===== config.mk =====
export PLATFORM = sky130hd
export DESIGN_NAME = jsp_core
export DESIGN_NICKNAME = d
export VERILOG_FILES = /design/src/design/jsp_pkg.sv /design/src/design/jsp_core.sv /design/src/design/jsp_tx_path.sv /design/src/design/jsp_rx_path.sv
export SDC_FILE = /design/constraint.sdc
export NUM_CORES = 1
export LEC_CHECK = 0
export BUFFER_PORTS_ARGS = -buffer_cell sky130_fd_sc_hd__buf_2
export CAP_MARGIN = 15
export CELL_PAD_IN_SITES_DETAIL_PLACEMENT = 0
export CELL_PAD_IN_SITES_GLOBAL_PLACEMENT = 1
export CORE_MARGIN = 5
export CORE_UTILIZATION = 28
export DETAILED_ROUTE_END_ITERATION = 16
export PLACE_DENSITY_LB_ADDON = 0.1
export SLEW_MARGIN = 20
export SYNTH_ARGS = -nofsm -noshare
export SYNTH_HDL_FRONTEND = slang
export SYNTH_SLANG_ARGS = --single-unit
export TNS_END_PERCENT = 50

===== constraint.sdc =====
create_clock -name tck_i -period 1.6 [get_ports tck_i]
set_input_delay 0.16 -clock tck_i [delete_from_list [all_inputs] [get_ports tck_i]]
set_output_delay 0.16 -clock tck_i [all_outputs]
set_load 0.005 [all_outputs]

===== src/design/jsp_pkg.sv =====
/*
 * JTAG serial port shared definitions
 *   Data register, byte, count and bit counter widths
 *   TAP control and BIU fill status structs
 *   Write path and read path FSM state encodings
 */

`default_nettype none

package jsp_pkg;

  ////////////////////////////////////////////////////////////////////////////
  // Widths
  ////////////////////////////////////////////////////////////////////////////

  localparam int unsigned jsp_datareg_len = 64;  // Debug data register, shared at top level
  localparam int unsigned byte_w          = 8;   // One transferred byte
  localparam int unsigned cnt_w           = 4;   // Byte count nibble
  localparam int unsigned bit_cnt_w       = 3;   // Counts 8 bits per byte, wraps

  typedef logic [byte_w-1:0] jsp_byte_t;
  typedef logic [cnt_w-1:0]  jsp_cnt_t;

  ////////////////////////////////////////////////////////////////////////////
  // Bundles
  ////////////////////////////////////////////////////////////////////////////

  // TAP controller signals seen by this module
  typedef struct packed {
    logic select;      // Module selected in the debug chain
    logic capture_dr;  // Capture-DR, starts a scan
    logic shift_dr;    // Shift-DR, one bit per edge
    logic update_dr;   // Update-DR, ends a scan
  } tap_ctrl_t;

  // BIU fill levels, laid out so the struct is the status byte as shifted out
  typedef struct packed {
    jsp_cnt_t bytes_avail;  // High nibble, bytes waiting for the host
    jsp_cnt_t space_free;   // Low nibble, free FIFO slots for host data
  } biu_status_t;

  ////////////////////////////////////////////////////////////////////////////
  // FSM states
  ////////////////////////////////////////////////////////////////////////////

  // Write path, host to BIU
  typedef enum logic [1:0] {
    RX_IDLE   = 2'b11,  // Waiting for capture
    RX_COUNTS = 2'b01,  // Shifting in the header byte
    RX_XFER   = 2'b00   // Shifting in data bytes
  } rx_state_e;

  // Read path, BIU to host
  typedef enum logic [1:0] {
    TX_IDLE   = 2'b11,  // Waiting for capture
    TX_COUNTS = 2'b10,  // Shifting out the status byte
    TX_RDACK  = 2'b01,  // First bit of a data byte, acks the BIU
    TX_XFER   = 2'b00   // Remaining seven bits of a data byte
  } tx_state_e;

endpackage

`default_nettype wire

===== src/design/jsp_core.sv =====
/*
 * JTAG serial port core, top level
 *   Bundles TAP and BIU status signals into structs
 *   Write path and read path instances
 */

`timescale 1ns/100ps
`default_nettype none

module jsp_core (
  input  wire logic                                tck_i,
  input  wire logic                                rst_i,
  input  wire logic                                tdi_i,
  output logic                                     tdo_o,

  // TAP controller
  input  wire logic                                select_i,
  input  wire logic                                capture_dr_i,
  input  wire logic                                shift_dr_i,
  input  wire logic                                update_dr_i,
  input  wire logic [jsp_pkg::jsp_datareg_len-1:0] data_register_i,  // Kept outside the core

  // BIU byte FIFO
  output jsp_pkg::jsp_byte_t                       biu_data_o,       // Host to BIU
  input  wire jsp_pkg::jsp_byte_t                  biu_data_i,       // BIU to host
  input  wire jsp_pkg::jsp_cnt_t                   biu_bytes_i,
  input  wire jsp_pkg::jsp_cnt_t                   biu_space_i,
  output logic                                     biu_wr_strobe_o,
  output logic                                     biu_rd_strobe_o
);

  import jsp_pkg::*;

  tap_ctrl_t   tap;     // TAP state for both paths
  biu_status_t status;  // Fill levels, also the status byte

  assign tap    = '{select: select_i, capture_dr: capture_dr_i,
                    shift_dr: shift_dr_i, update_dr: update_dr_i};
  assign status = '{bytes_avail: biu_bytes_i, space_free: biu_space_i};

  // Host to BIU
  jsp_rx_path jsp_rx_path_i (
    .tck_i           (tck_i),
    .rst_i           (rst_i),
    .tap_i           (tap),
    .status_i        (status),
    .tdi_i           (tdi_i),
    .data_register_i (data_register_i),
    .biu_data_o      (biu_data_o),
    .biu_wr_strobe_o (biu_wr_strobe_o)
  );

  // BIU to host
  jsp_tx_path jsp_tx_path_i (
    .tck_i           (tck_i),
    .rst_i           (rst_i),
    .tap_i           (tap),
    .status_i        (status),
    .biu_data_i      (biu_data_i),
    .tdo_o           (tdo_o),
    .biu_rd_strobe_o (biu_rd_strobe_o)
  );

endmodule

`default_nettype wire


===== src/design/jsp_tx_path.sv =====
/*
 * JTAG serial port read path (BIU to host)
 *   Read FSM, read bit counter, available byte counter
 *   Output shift register driving tdo, BIU read strobe
 */

`timescale 1ns/100ps
`default_nettype none

module jsp_tx_path (
  input  wire logic                 tck_i,
  input  wire logic                 rst_i,
  input  wire jsp_pkg::tap_ctrl_t   tap_i,
  input  wire jsp_pkg::biu_status_t status_i,
  input  wire jsp_pkg::jsp_byte_t   biu_data_i,
  output logic                      tdo_o,
  output logic                      biu_rd_strobe_o
);

  import jsp_pkg::*;

  ////////////////////////////////////////////////////////////////////////////
  // Declarations
  ////////////////////////////////////////////////////////////////////////////

  tx_state_e            state_q, state_d;
  logic [bit_cnt_w-1:0] bit_cnt_q;    // Bits of the current byte shifted out
  jsp_cnt_t             avail_cnt_q;  // BIU bytes left to fetch this scan
  jsp_byte_t            out_sreg_q;   // Parallel load, shifts right into tdo

  // Controls from the FSM
  logic bit_cnt_en;
  logic bit_cnt_clr;
  logic avail_cnt_ld;
  logic avail_cnt_dec;
  logic out_ld_status;  // Load the status byte
  logic out_ld_biu;     // Load the BIU head byte
  logic out_shift;

  // Status
  logic scan_start;
  logic bit_cnt_max;
  logic avail_zero;

  ////////////////////////////////////////////////////////////////////////////
  // Datapath
  ////////////////////////////////////////////////////////////////////////////

  assign scan_start  = tap_i.select & tap_i.capture_dr;
  assign bit_cnt_max = &bit_cnt_q;
  assign avail_zero  = ~|avail_cnt_q;
  assign tdo_o       = out_sreg_q[0];  // LSB first

  // Bit counter, wraps after each byte
  always_ff @(posedge tck_i or posedge rst_i) begin
    if (rst_i) begin
      bit_cnt_q <= '0;
    end else if (bit_cnt_clr) begin
      bit_cnt_q <= '0;
    end else if (bit_cnt_en) begin
      bit_cnt_q <= bit_cnt_q + bit_cnt_w'(1);
    end
  end

  // Available byte counter
  always_ff @(posedge tck_i or posedge rst_i) begin
    if (rst_i) begin
      avail_cnt_q <= '0;
    end else if (avail_cnt_ld) begin
      avail_cnt_q <= status_i.bytes_avail;
    end else if (avail_cnt_dec) begin
      avail_cnt_q <= avail_cnt_q - jsp_cnt_t'(1);
    end
  end

  // Output shift register, a load takes the place of the shift
  always_ff @(posedge tck_i or posedge rst_i) begin
    if (rst_i) begin
      out_sreg_q <= '0;
    end else if (out_ld_status) begin
      out_sreg_q <= status_i;  // Struct layout is the status byte
    end else if (out_ld_biu) begin
      out_sreg_q <= biu_data_i;
    end else if (out_shift) begin
      out_sreg_q <= {1'b0, out_sreg_q[byte_w-1:1]};
    end
  end

  ////////////////////////////////////////////////////////////////////////////
  // Read FSM
  ////////////////////////////////////////////////////////////////////////////

  always_ff @(posedge tck_i or posedge rst_i) begin
    if (rst_i) begin
      state_q <= TX_IDLE;
    end else begin
      state_q <= state_d;
    end
  end

  // Next state, RDACK covers one bit and XFER the other seven
  always_comb begin
    state_d = state_q;
    case (state_q)
      TX_IDLE: begin
        if (scan_start) state_d = TX_COUNTS;
      end
      TX_COUNTS, TX_XFER: begin
        if (tap_i.update_dr) begin
          state_d = TX_IDLE;
        end else if (tap_i.shift_dr && bit_cnt_max) begin
          state_d = TX_RDACK;  // Next byte starts
        end
      end
      TX_RDACK: begin
        if (tap_i.update_dr) begin
          state_d = TX_IDLE;
        end else if (tap_i.shift_dr) begin
          state_d = TX_XFER;
        end
      end
      default: state_d = TX_IDLE;
    endcase
  end

  // Outputs
  always_comb begin
    bit_cnt_en      = 1'b0;
    bit_cnt_clr     = 1'b0;
    avail_cnt_ld    = 1'b0;
    avail_cnt_dec   = 1'b0;
    out_ld_status   = 1'b0;
    out_ld_biu      = 1'b0;
    out_shift       = 1'b0;
    biu_rd_strobe_o = 1'b0;
    case (state_q)
      TX_IDLE: begin
        if (scan_start) begin
          bit_cnt_clr   = 1'b1;
          avail_cnt_ld  = 1'b1;
          out_ld_status = 1'b1;  // Status goes out first
        end
      end
      TX_COUNTS: begin
        if (tap_i.shift_dr) begin
          bit_cnt_en = 1'b1;
          out_shift  = 1'b1;
          // Fetch the first data byte, ack comes in RDACK
          if (bit_cnt_max && !avail_zero) out_ld_biu = 1'b1;
        end
      end
      TX_RDACK: begin
        if (tap_i.shift_dr) begin
          bit_cnt_en      = 1'b1;
          out_shift       = 1'b1;
          biu_rd_strobe_o = !avail_zero;  // BIU pops the byte just loaded
        end
      end
      TX_XFER: begin
        if (tap_i.shift_dr) begin
          bit_cnt_en = 1'b1;
          out_shift  = 1'b1;
          if (bit_cnt_max && !avail_zero) begin
            out_ld_biu    = 1'b1;
            avail_cnt_dec = 1'b1;  // One byte fully sent
          end
        end
      end
      default: begin
      end
    endcase
  end

endmodule

`default_nettype wire


===== src/design/jsp_rx_path.sv =====
/*
 * JTAG serial port write path (host to BIU)
 *   Write FSM, write bit counter, space and user byte counters
 *   Combinational BIU write strobe and write data
 */

`timescale 1ns/100ps
`default_nettype none

module jsp_rx_path (
  input  wire logic                                tck_i,
  input  wire logic                                rst_i,
  input  wire jsp_pkg::tap_ctrl_t                  tap_i,
  input  wire jsp_pkg::biu_status_t                status_i,
  input  wire logic                                tdi_i,
  input  wire logic [jsp_pkg::jsp_datareg_len-1:0] data_register_i,
  output jsp_pkg::jsp_byte_t                       biu_data_o,
  output logic                                     biu_wr_strobe_o
);

  import jsp_pkg::*;

  ////////////////////////////////////////////////////////////////////////////
  // Declarations
  ////////////////////////////////////////////////////////////////////////////

  rx_state_e            state_q, state_d;
  logic [bit_cnt_w-1:0] bit_cnt_q;    // Bits of the current byte shifted in
  jsp_cnt_t             space_cnt_q;  // BIU free space left this scan
  jsp_cnt_t             user_cnt_q;   // Bytes the host still intends to send
  jsp_cnt_t             user_cnt_in;  // Header high nibble

  // Counter controls from the FSM
  logic bit_cnt_en;
  logic bit_cnt_clr;
  logic space_cnt_ld;
  logic space_cnt_dec;
  logic user_cnt_ld;
  logic user_cnt_dec;

  // Status
  logic scan_start;
  logic bit_cnt_max;
  logic space_zero;
  logic user_zero;

  ////////////////////////////////////////////////////////////////////////////
  // Datapath
  ////////////////////////////////////////////////////////////////////////////

  assign scan_start  = tap_i.select & tap_i.capture_dr;
  assign bit_cnt_max = &bit_cnt_q;        // Eighth bit on tdi this cycle
  assign space_zero  = ~|space_cnt_q;
  assign user_zero   = ~|user_cnt_q;

  // The register holds the seven earlier bits, tdi carries the last one
  assign user_cnt_in = {tdi_i, data_register_i[jsp_datareg_len-1 -: cnt_w-1]};
  assign biu_data_o  = {tdi_i, data_register_i[jsp_datareg_len-1 -: byte_w-1]};

  // Bit counter, wraps to zero after the eighth bit
  always_ff @(posedge tck_i or posedge rst_i) begin
    if (rst_i) begin
      bit_cnt_q <= '0;
    end else if (bit_cnt_clr) begin
      bit_cnt_q <= '0;
    end else if (bit_cnt_en) begin
      bit_cnt_q <= bit_cnt_q + bit_cnt_w'(1);
    end
  end

  // Space counter, loaded from the BIU at capture
  always_ff @(posedge tck_i or posedge rst_i) begin
    if (rst_i) begin
      space_cnt_q <= '0;
    end else if (space_cnt_ld) begin
      space_cnt_q <= status_i.space_free;
    end else if (space_cnt_dec) begin
      space_cnt_q <= space_cnt_q - jsp_cnt_t'(1);
    end
  end

  // User counter, loaded from the header byte
  always_ff @(posedge tck_i or posedge rst_i) begin
    if (rst_i) begin
      user_cnt_q <= '0;
    end else if (user_cnt_ld) begin
      user_cnt_q <= user_cnt_in;
    end else if (user_cnt_dec) begin
      user_cnt_q <= user_cnt_q - jsp_cnt_t'(1);
    end
  end

  ////////////////////////////////////////////////////////////////////////////
  // Write FSM
  ////////////////////////////////////////////////////////////////////////////

  always_ff @(posedge tck_i or posedge rst_i) begin
    if (rst_i) begin
      state_q <= RX_IDLE;
    end else begin
      state_q <= state_d;
    end
  end

  // Next state
  always_comb begin
    state_d = state_q;
    case (state_q)
      RX_IDLE: begin
        if (scan_start) state_d = RX_COUNTS;
      end
      RX_COUNTS: begin
        if (tap_i.update_dr) begin
          state_d = RX_IDLE;
        end else if (tap_i.shift_dr && bit_cnt_max) begin
          state_d = RX_XFER;  // Header done
        end
      end
      RX_XFER: begin
        if (tap_i.update_dr) state_d = RX_IDLE;
      end
      default: state_d = RX_IDLE;
    endcase
  end

  // Outputs, nothing moves while shift_dr is low (pause and exit states)
  always_comb begin
    bit_cnt_en      = 1'b0;
    bit_cnt_clr     = 1'b0;
    space_cnt_ld    = 1'b0;
    space_cnt_dec   = 1'b0;
    user_cnt_ld     = 1'b0;
    user_cnt_dec    = 1'b0;
    biu_wr_strobe_o = 1'b0;
    case (state_q)
      RX_IDLE: begin
        if (scan_start) begin
          bit_cnt_clr  = 1'b1;
          space_cnt_ld = 1'b1;  // Snapshot of BIU space for this scan
        end
      end
      RX_COUNTS: begin
        if (tap_i.shift_dr) begin
          bit_cnt_en  = 1'b1;
          user_cnt_ld = bit_cnt_max;
        end
      end
      RX_XFER: begin
        if (tap_i.shift_dr) begin
          bit_cnt_en = 1'b1;
          // Byte complete, hand it over only if both sides allow it
          if (bit_cnt_max && !space_zero && !user_zero) begin
            biu_wr_strobe_o = 1'b1;
            space_cnt_dec   = 1'b1;
            user_cnt_dec    = 1'b1;
          end
        end
      end
      default: begin
      end
    endcase
  end

endmodule

`default_nettype wire


==> PnR_summary.wiki, run 1 <==
{| class="wikitable"
! Metric !! Value
|-
| DIE HEIGHT || 89.0 um
|-
| Detail Placement HPWL || 3.43 mm
|-
| Final design instance area without fill || 2360 um^2
|-
| Kind of start point of the critical path || flip-flop
|-
| Final Net Count || 326
|-
| Via count || 1,542
|-
| Placed cells || 297
|-
| Worst flop-to-flop path endpoint || jsp_tx_path_i.out_sreg_q[6]
|-
| Core region area || 5990 um^2
|-
| Worst skew pair latency || 280 ps
|-
| Area share of the largest cell type after synthesis || 0.372
|-
| Clk Tree Root Cell || clkbuf_8
|-
| Nets in the synthesized netlist || 271
|-
| End of the worst hold path || jsp_rx_path_i.user_cnt_q[1]
|-
| First drt pass iteration count || 4
|-
| Number of unique standard cell types used by synthesis || 47
|-
| Critical path start-end classification || flip-flop to flip-flop
|-
| TritonCTS sink count || 30
|-
| Worst hold path depth || 3
|-
| Pin count of the biggest net entering global routing || 31
|-
| Total Routed Length || 4.53 mm
|-
| Transition time at the pin with the least slew margin || 405 ps
|-
| Depth of the CTS H-tree || 2
|-
| CP Max Fanout || 8
|-
| Fin Hold WS || 143 ps
|-
| Max Root-Sink Buffers || 2
|-
| Leakage power || 1.06 nW
|-
| Std cell rows || 28
|-
| Initial core utilization || 0.292
|-
| Wire length of the first global-routing pass || 7.47 mm
|-
| Grt ovf || 0
|-
| Average vias per placed instance || 5.01
|-
| Via count of the first global-routing pass || 1,596
|-
| Worst IR drop on VDD || 0.000464 V
|-
| Startpoint of the lowest-slack register-to-register path || jsp_tx_path_i.bit_cnt_q[0]
|-
| Most frequent standard cell in the layout excluding fill and tap cells || buf_2
|-
| Ratio of cells with drive above 1 in the final layout || 0.433
|-
| Fin worst setup slack || -60.6 ps
|-
| Power density over the cells || 1180 nW/um^2
|-
| Total CTS buffers || 5
|-
| Clock slew at reported path FFs || 70 ps
|-
| Post-route clock period utilization || 1.04
|-
| Tot Pwr || 0.00278 W
|-
| DRC violations left || 0
|-
| Number of flops mapped to enable cells by yosys || 0
|-
| Flip-flop and latch count after synthesis || 30
|-
| Instance area after placement || 2140 um^2
|-
| Final GP Congestion || 0.784
|-
| Violated checks || negative setup slack
|-
| Diodes inserted || 0
|-
| Area contributors post-synth || dfrtp_1, dfstp_2, mux2i_1
|-
| Worst setup EP type || flip-flop
|-
| Number of violations reported at the end of detailed-routing iteration 0 || 40
|-
| RSZ-0062 raised after global routing || yes
|-
| Count of antenna-violating nets left after detailed routing || 0
|-
| WL/cell || 14.7 um
|-
| Internal reg-to-reg setup slack || -60 ps
|-
| Result of the run || finished, violations left
|-
| Required time reported for the critical path endpoint || 1760 ps
|-
| Class of the tightest hold or removal check || input pin to flip-flop
|-
| Clock period minus worst slack || 1660 ps
|-
| Post-synthesis instance area || 1750 um^2
|-
| Post-synth ARST share || 1.00
|-
| Count of pins over their slew limit || 0
|-
| Max-capacitance violation count || 0
|-
| Setup Skew || 3.45 ps
|-
| Setup-violating endpoint count in the final report || 12
|-
| Number of hold violations in the final report || 0
|-
| Endpoint arrival time on the critical path || 1820 ps
|-
| Number of antenna violations at the first check in global routing || 0
|-
| Highest-count cells in the layout ignoring fill and taps || buf_2, buf_4, dfrtp_1
|-
| Number of cells on the worst reg-to-reg path || 6
|-
| Combined global-route utilization of all metal layers || 0.122
|-
| Syn Area/Cell || 9.88 um^2
|-
| Final std cells w/o fill || 308
|-
| Count of mapped cells out of synthesis || 177
|-
| Primary FF master, synth || dfrtp_1
|-
| Syn-to-layout area delta || 34.8%
|-
| Max Fclk || 0.602 GHz
|-
| Number of port buffers || 32
|-
| Total I/O pin count || 98
|-
| Clock tree from TritonCTS || done
|-
| Hold path startpoint || data_register_i[62]
|-
| Worst-case headroom to the max-slew limit || 0.730
|-
| Largest area contributor in the synthesized netlist || dfrtp_1
|-
| Chip width || 89.0 um
|-
| Die Area || 7930 um^2
|-
| Yosys synthesis warning count || 0
|-
| Proportion of synthesized chip area in sequential cells || 0.432
|}
-- flip-flops by register name, summed over array words and instances (netlist names) --
signal / count
jsp_rx_path_i.bit_cnt_q: 3
jsp_rx_path_i.state_q: 2
jsp_tx_path_i.avail_cnt_q: 4
jsp_tx_path_i.state_q: 2
jsp_tx_path_i.out_sreg_q: 8
jsp_rx_path_i.space_cnt_q: 4
jsp_tx_path_i.bit_cnt_q: 3
jsp_rx_path_i.user_cnt_q: 4
-- cells by family (layout without fill, tap and decap cells) --
family | count (synthesis) | count (layout) | share of synthesized area
xor gates and xnor gates | 2 | 2 | 0.0100
DFF | 30 | 30 | 0.432
and+or+nand+nor | 59 | 59 | 0.190
AOI/OAI and AO/OA | 47 | 47 | 0.186
buffers and inverters | 21 | 77 | 0.0680
adders and majority gates | 7 | 7 | 0.0501
muxes | 11 | 11 | 0.0637
-- synth_stat cells (all sizes together) (2+ instances only) --
library cell / count
a211oi: 4
a21boi: 2
a21oi: 6
a22o: 2
a22oi: 5
a31oi: 3
and4: 2
buf: 11
clkbuf: 3
dfrtp: 26
dfstp: 4
ha: 7
inv: 7
mux2i: 10
nand2: 13
nand3b: 2
nand4: 3
nor2: 23
nor3: 7
nor3b: 3
nor4: 2
o211ai: 2
o21ai: 10
o22ai: 4
xnor2: 2
-- stage by stage --
stage	TNS (ps)	utilization	worst slack, ps
final	-373	0.393	-60.6
after global routing	-2180	0.393	-185
after floorplan	-196	-	-72.8
after global placement	-923	0.358	-104
after CTS	-958	0.388	-105
after detailed placement	-1480	0.358	-140
-- layer usage --
layer,up-vias,part of all wire,global-route usage
met5,-,0,0
met4,0,0.021,0.0460
met3,9,0.049,0.0323
met2,39,0.50,0.206
met1,746,0.43,0.149
li1,748,-,-
-- worst max path at each step --
stage | depth (start not counted) | startpoint | to
3_5_place_dp | 6 | jsp_rx_path_i.bit_cnt_q[1] | jsp_rx_path_i.space_cnt_q[2]
2_1_floorplan | 6 | jsp_rx_path_i.bit_cnt_q[0] | jsp_rx_path_i.space_cnt_q[2]
4_1_cts | 5 | jsp_rx_path_i.space_cnt_q[1] | biu_wr_strobe_o
6_report | 6 | jsp_tx_path_i.bit_cnt_q[0] | jsp_tx_path_i.out_sreg_q[6]
3_3_place_gp | 6 | jsp_rx_path_i.bit_cnt_q[1] | jsp_rx_path_i.space_cnt_q[2]
5_1_grt | 6 | jsp_tx_path_i.bit_cnt_q[1] | jsp_tx_path_i.out_sreg_q[5]
-- power breakdown --
| group | internal [W] | total (W) | leakage (nW) | switching [W] |
|---|---|---|---|---|
| clock network | 0.000347 | 0.000634 | 0.0482 | 0.000287 |
| logic | 0.000520 | 0.000949 | 0.648 | 0.000429 |
| registers | 0.00101 | 0.00120 | 0.359 | 0.000188 |
| total | 0.00188 | 0.00278 | 1.06 | 0.000905 |
-- layout make-up --
type | count | area, um^2
fill | 597 | 3630
multi-input combinational | 126 | 995
sequential | 30 | 756
timing repair buffer | 62 | 395
tap | 75 | 93.8
clock buffer | 7 | 86.3
inverter | 7 | 26.3
clock inverter | 1 | 5.00
-- what timing repair did --
item,CTS,global route
buffers inserted,3,0
pin swaps,8,10
gates resized for setup,18,10
hold endpoints to repair,26,0
setup endpoints to repair,22,21
hold buffers,1,0
-- critical path, stage by stage (launching register included) --
cell	delay [ps]
dfrtp_1	350
ha_2	200
ha_4	130
nand3b_1	190
nor2_4	330
mux2i_1	250
a21oi_1	90
Power figures use the tool's default switching activity.
==> run 2: changes to the inputs <==
--- a/config.mk
+++ b/config.mk
@@ -9,12 +9,14 @@
 export CAP_MARGIN = 15
 export CELL_PAD_IN_SITES_DETAIL_PLACEMENT = 0
 export CELL_PAD_IN_SITES_GLOBAL_PLACEMENT = 1
+export CORE_ASPECT_RATIO = 1.4
 export CORE_MARGIN = 5
-export CORE_UTILIZATION = 28
+export CORE_UTILIZATION = 29
 export DETAILED_ROUTE_END_ITERATION = 16
 export PLACE_DENSITY_LB_ADDON = 0.1
 export SLEW_MARGIN = 20
 export SYNTH_ARGS = -nofsm -noshare
 export SYNTH_HDL_FRONTEND = slang
+export SYNTH_HIERARCHICAL = 1
 export SYNTH_SLANG_ARGS = --single-unit
 export TNS_END_PERCENT = 50
==> PnR_summary.wiki, run 2 <==
{| class="wikitable"
! Metric !! Value
|-
| Most instantiated library cell after synthesis || dfrtp_1 (unchanged)
|-
| Die Area || 7910 um^2 (was 7930 um^2)
|-
| Combined global-route utilization of all metal layers || 0.117 (was 0.122)
|-
| Number of hold violations in the final report || 0 (unchanged)
|-
| Total Routed Length || 4.37 mm (was 4.53 mm)
|-
| Number of fill cells || 624 (was 597)
|-
| Proportion of power drawn by the clock network || 0.229 (was 0.228)
|-
| Pin count of the biggest net entering global routing || 18 (was 31)
|-
| Diodes inserted || 0 (unchanged)
|-
| Number of flops mapped to enable cells by yosys || 0 (unchanged)
|-
| Syn-to-layout area delta || 35.0% (was 34.8%)
|-
| Required time reported for the critical path endpoint || 1440 ps (was 1760 ps)
|-
| Area share of the largest cell type after synthesis || 0.361 (was 0.372)
|-
| Largest area contributor in the synthesized netlist || dfrtp_1 (unchanged)
|-
| Worst setup EP type || output port (was flip-flop)
|-
| Internal cell power || 0.00188 W (about the same)
|-
| TritonCTS sink count || 30 (unchanged)
|-
| Most frequent standard cell in the layout excluding fill and tap cells || buf_2 (unchanged)
|-
| Average vias per placed instance || 4.89 (was 5.01)
|-
| Setup-violating endpoint count in the final report || 5 (was 12)
|-
| DRC violations left || 0 (unchanged)
|-
| Clock slew at reported path FFs || 70 ps (about the same)
|-
| Clock tree from TritonCTS || done (unchanged)
|-
| Highest-count cells in the layout ignoring fill and taps || buf_2, dfrtp_1, buf_4 (was buf_2, buf_4, dfrtp_1)
|-
| Number of unique standard cell types used by synthesis || 49 (was 47)
|-
| Ratio of cells with drive above 1 in the final layout || 0.466 (was 0.433)
|-
| Clock period minus worst slack || 1940 ps (was 1660 ps)
|-
| Post-route clock period utilization || 1.21 (was 1.04)
|-
| Transition time at the pin with the least slew margin || 695 ps (was 405 ps)
|-
| Setup crit start || jsp_rx_path_i/space_cnt_q[0] (was jsp_tx_path_i.bit_cnt_q[0])
|-
| Post-synthesis instance area || 1800 um^2 (was 1750 um^2)
|-
| Flip-flop and latch count after synthesis || 30 (unchanged)
|-
| GR Layer Usage met1 || 0.123 (was 0.149)
|-
| Endpoint arrival time on the critical path || 1780 ps (was 1820 ps)
|-
| Startpoint of the lowest-slack register-to-register path || jsp_rx_path_i/space_cnt_q[0] (was jsp_tx_path_i.bit_cnt_q[0])
|-
| Via count of the first global-routing pass || 1,599 (was 1,596)
|-
| Total CTS buffers || 5 (unchanged)
|-
| Fin Hold WS || 135 ps (was 143 ps)
|-
| Post-synth ARST share || 1.00 (unchanged)
|-
| Setup Skew || 8.17 ps (was 3.45 ps)
|-
| Area contributors post-synth || dfrtp_1, mux2i_1, dfstp_2 (was dfrtp_1, dfstp_2, mux2i_1)
|-
| Chip width || 76.6 um (was 89.0 um)
|-
| Detail Placement HPWL || 3.39 mm (was 3.43 mm)
|-
| Via count || 1,496 (was 1,542)
|-
| Std cell rows || 34 (was 28)
|-
| Initial core utilization || 0.294 (was 0.292)
|-
| Register with the highest flop count || jsp_tx_path_i/out_sreg_q (was jsp_tx_path_i.out_sreg_q)
|-
| Fin worst setup slack || -338 ps (was -60.6 ps)
|-
| Hold path startpoint || update_dr_i (was data_register_i[62])
|-
| RSZ-0062 raised after global routing || yes (unchanged)
|-
| Critical path start-end classification || flip-flop to output port (was flip-flop to flip-flop)
|-
| Number of port buffers || 32 (unchanged)
|-
| Largest register FFs || 8 (unchanged)
|-
| Most crowded layer after global routing || met2 (unchanged)
|-
| Combinational share of power || 0.349 (was 0.341)
|-
| Proportion of synthesized chip area in sequential cells || 0.419 (was 0.432)
|-
| Grt ovf || 0 (unchanged)
|-
| Kind of start point of the critical path || flip-flop (unchanged)
|-
| Number of antenna violations at the first check in global routing || 0 (unchanged)
|-
| Nets in the synthesized netlist || 273 (was 271)
|-
| Register share of total power || 0.423 (was 0.431)
|-
| Leading post-synthesis cells by instance count || dfrtp_1, nand2_1, a21oi_1, nor2_1, inv_1 (was dfrtp_1, nor2_1, nand2_1, mux2i_1, o21ai_0)
|-
| Primary FF master, synth || dfrtp_1 (unchanged)
|-
| Number of violations reported at the end of detailed-routing iteration 0 || 34 (was 40)
|-
| Leakage power || 1.09 nW (was 1.06 nW)
|-
| WL/cell || 14.3 um (was 14.7 um)
|-
| Violated checks || negative setup slack (unchanged)
|-
| Total I/O pin count || 98 (unchanged)
|-
| Result of the run || finished, violations left (unchanged)
|-
| Clk Tree Root Cell || clkbuf_8 (unchanged)
|-
| Count of mapped cells out of synthesis || 179 (was 177)
|-
| First drt pass iteration count || 4 (unchanged)
|-
| Class of the tightest hold or removal check || input pin to flip-flop (unchanged)
|-
| End-of-flow core utilization || 0.397 (was 0.393)
|-
| Final GP Congestion || 0.754 (was 0.784)
|-
| Switching share of power || 0.322 (was 0.326)
|-
| Max-capacitance violation count || 0 (unchanged)
|-
| Net switching power || 0.000893 W (was 0.000905 W)
|-
| DIE HEIGHT || 103 um (was 89.0 um)
|-
| Met3 Resource Use GR || 0.0260 (was 0.0323)
|-
| Final Net Count || 327 (was 326)
|-
| Power density over the cells || 1140 nW/um^2 (was 1180 nW/um^2)
|-
| Worst IR drop on VDD || 0.000595 V (was 0.000464 V)
|-
| Wire length of the first global-routing pass || 7.36 mm (was 7.47 mm)
|-
| Worst-case headroom to the max-slew limit || 0.536 (was 0.730)
|-
| CP Max Fanout || 2 (was 8)
|-
| Count of antenna-violating nets left after detailed routing || 0 (unchanged)
|-
| Syn Area/Cell || 10.1 um^2 (was 9.88 um^2)
|-
| Max Root-Sink Buffers || 2 (unchanged)
|-
| Max Fclk || 0.516 GHz (was 0.602 GHz)
|-
| Worst skew pair latency || 280 ps (about the same)
|-
| Yosys synthesis warning count || 6 (was 0)
|-
| Core region area || 6130 um^2 (was 5990 um^2)
|-
| Count of pins over their slew limit || 0 (unchanged)
|-
| Met2 usage || 0.226 (was 0.206)
|-
| Depth of the CTS H-tree || 2 (unchanged)
|}
==> run 2: metal layers <==
layer  vias to the layer above  wire length [um]
met1                       717              1740
li1                        742                 -
met4                         0                66
met5                         -                 0
met2                        30              2390
met3                         7               173
==> run 2: critical path: stages (launching register included) <==
cell     delay [ps]
dfrtp_1         360
inv_2            60
ha_4            150
nor3b_4         140
or4_4           530
inv_2            90
buf_6            90
buf_6            80
==> run 2: kinds of logic (layout without fill, tap and decap cells) <==
group                    count (synthesis)  after routing  share of synthesized area
flip-flops                              30             30                      0.419
AND/OR/NAND/NOR                         58             58                      0.204
multiplexers                            16             16                     0.0944
AO/OA/AOI/OAI                           39             39                      0.143
XOR/XNOR                                 3              3                     0.0146
buffers and inverters                   26             81                     0.0757
adder cells (fa/ha/maj)                  7              7                     0.0486
==> run 2: path summary, 6_finish.rpt <==
path,cells after the start,slack (ps),to
setup / recovery,7,-340,biu_wr_strobe_o
hold / removal,2,140,jsp_tx_path_i/state_q[1]
setup reg to reg,7,-330,jsp_rx_path_i/space_cnt_q[3]
hold reg to reg,1,520,jsp_tx_path_i/bit_cnt_q[2]
max in group asynchronous,3,600,jsp_tx_path_i/avail_cnt_q[2]
min in group asynchronous,3,490,jsp_rx_path_i/space_cnt_q[2]
==> run 2: final cells by class <==
type | instances | area [um^2] | share of cell area
Multi-Input combinational cell | 123 | 1020 | 0.420
Sequential cell | 30 | 756 | 0.311
Timing Repair Buffer | 61 | 429 | 0.176
Tap cell | 72 | 90.1 | 0.0370
Clock buffer | 7 | 86.3 | 0.0355
Inverter | 12 | 45.0 | 0.0185
Clock inverter | 1 | 5.00 | 0.00206
==> run 2: what timing repair did <==
item	in CTS	in global routing
endpoints found under the hold margin	11	0
pin swaps	2	14
resized for setup	12	21
hold buffers	1	0
setup buffers	4	2
endpoints found under the setup margin	9	18
==> run 2: power groups by stage <==
stage / Sequential, W / Combinational, W / Clock, W
2_1_floorplan: 0.00116 / 0.000621 / 0
3_3_place_gp: 0.00116 / 0.000872 / 0
3_5_place_dp: 0.00118 / 0.000904 / 0
4_1_cts: 0.00117 / 0.000931 / 0.000665
5_1_grt: 0.00120 / 0.00110 / 0.000695
6_report: 0.00117 / 0.000968 / 0.000634
==> run 2: stage by stage <==
step / instances / cell area [um^2] / setup slack, ps / TNS (ps) / total power (W)
after floorplan: 179 / 1820 / -275 / -588 / 0.00178
after global placement: 292 / 2170 / -219 / -830 / 0.00204
after detailed placement: 292 / 2170 / -249 / -1010 / 0.00208
after CTS: 305 / 2340 / -346 / -1730 / 0.00277
after global routing: 306 / 2430 / -420 / -2350 / 0.00300
final: 306 / 2430 / -338 / -1250 / 0.00278
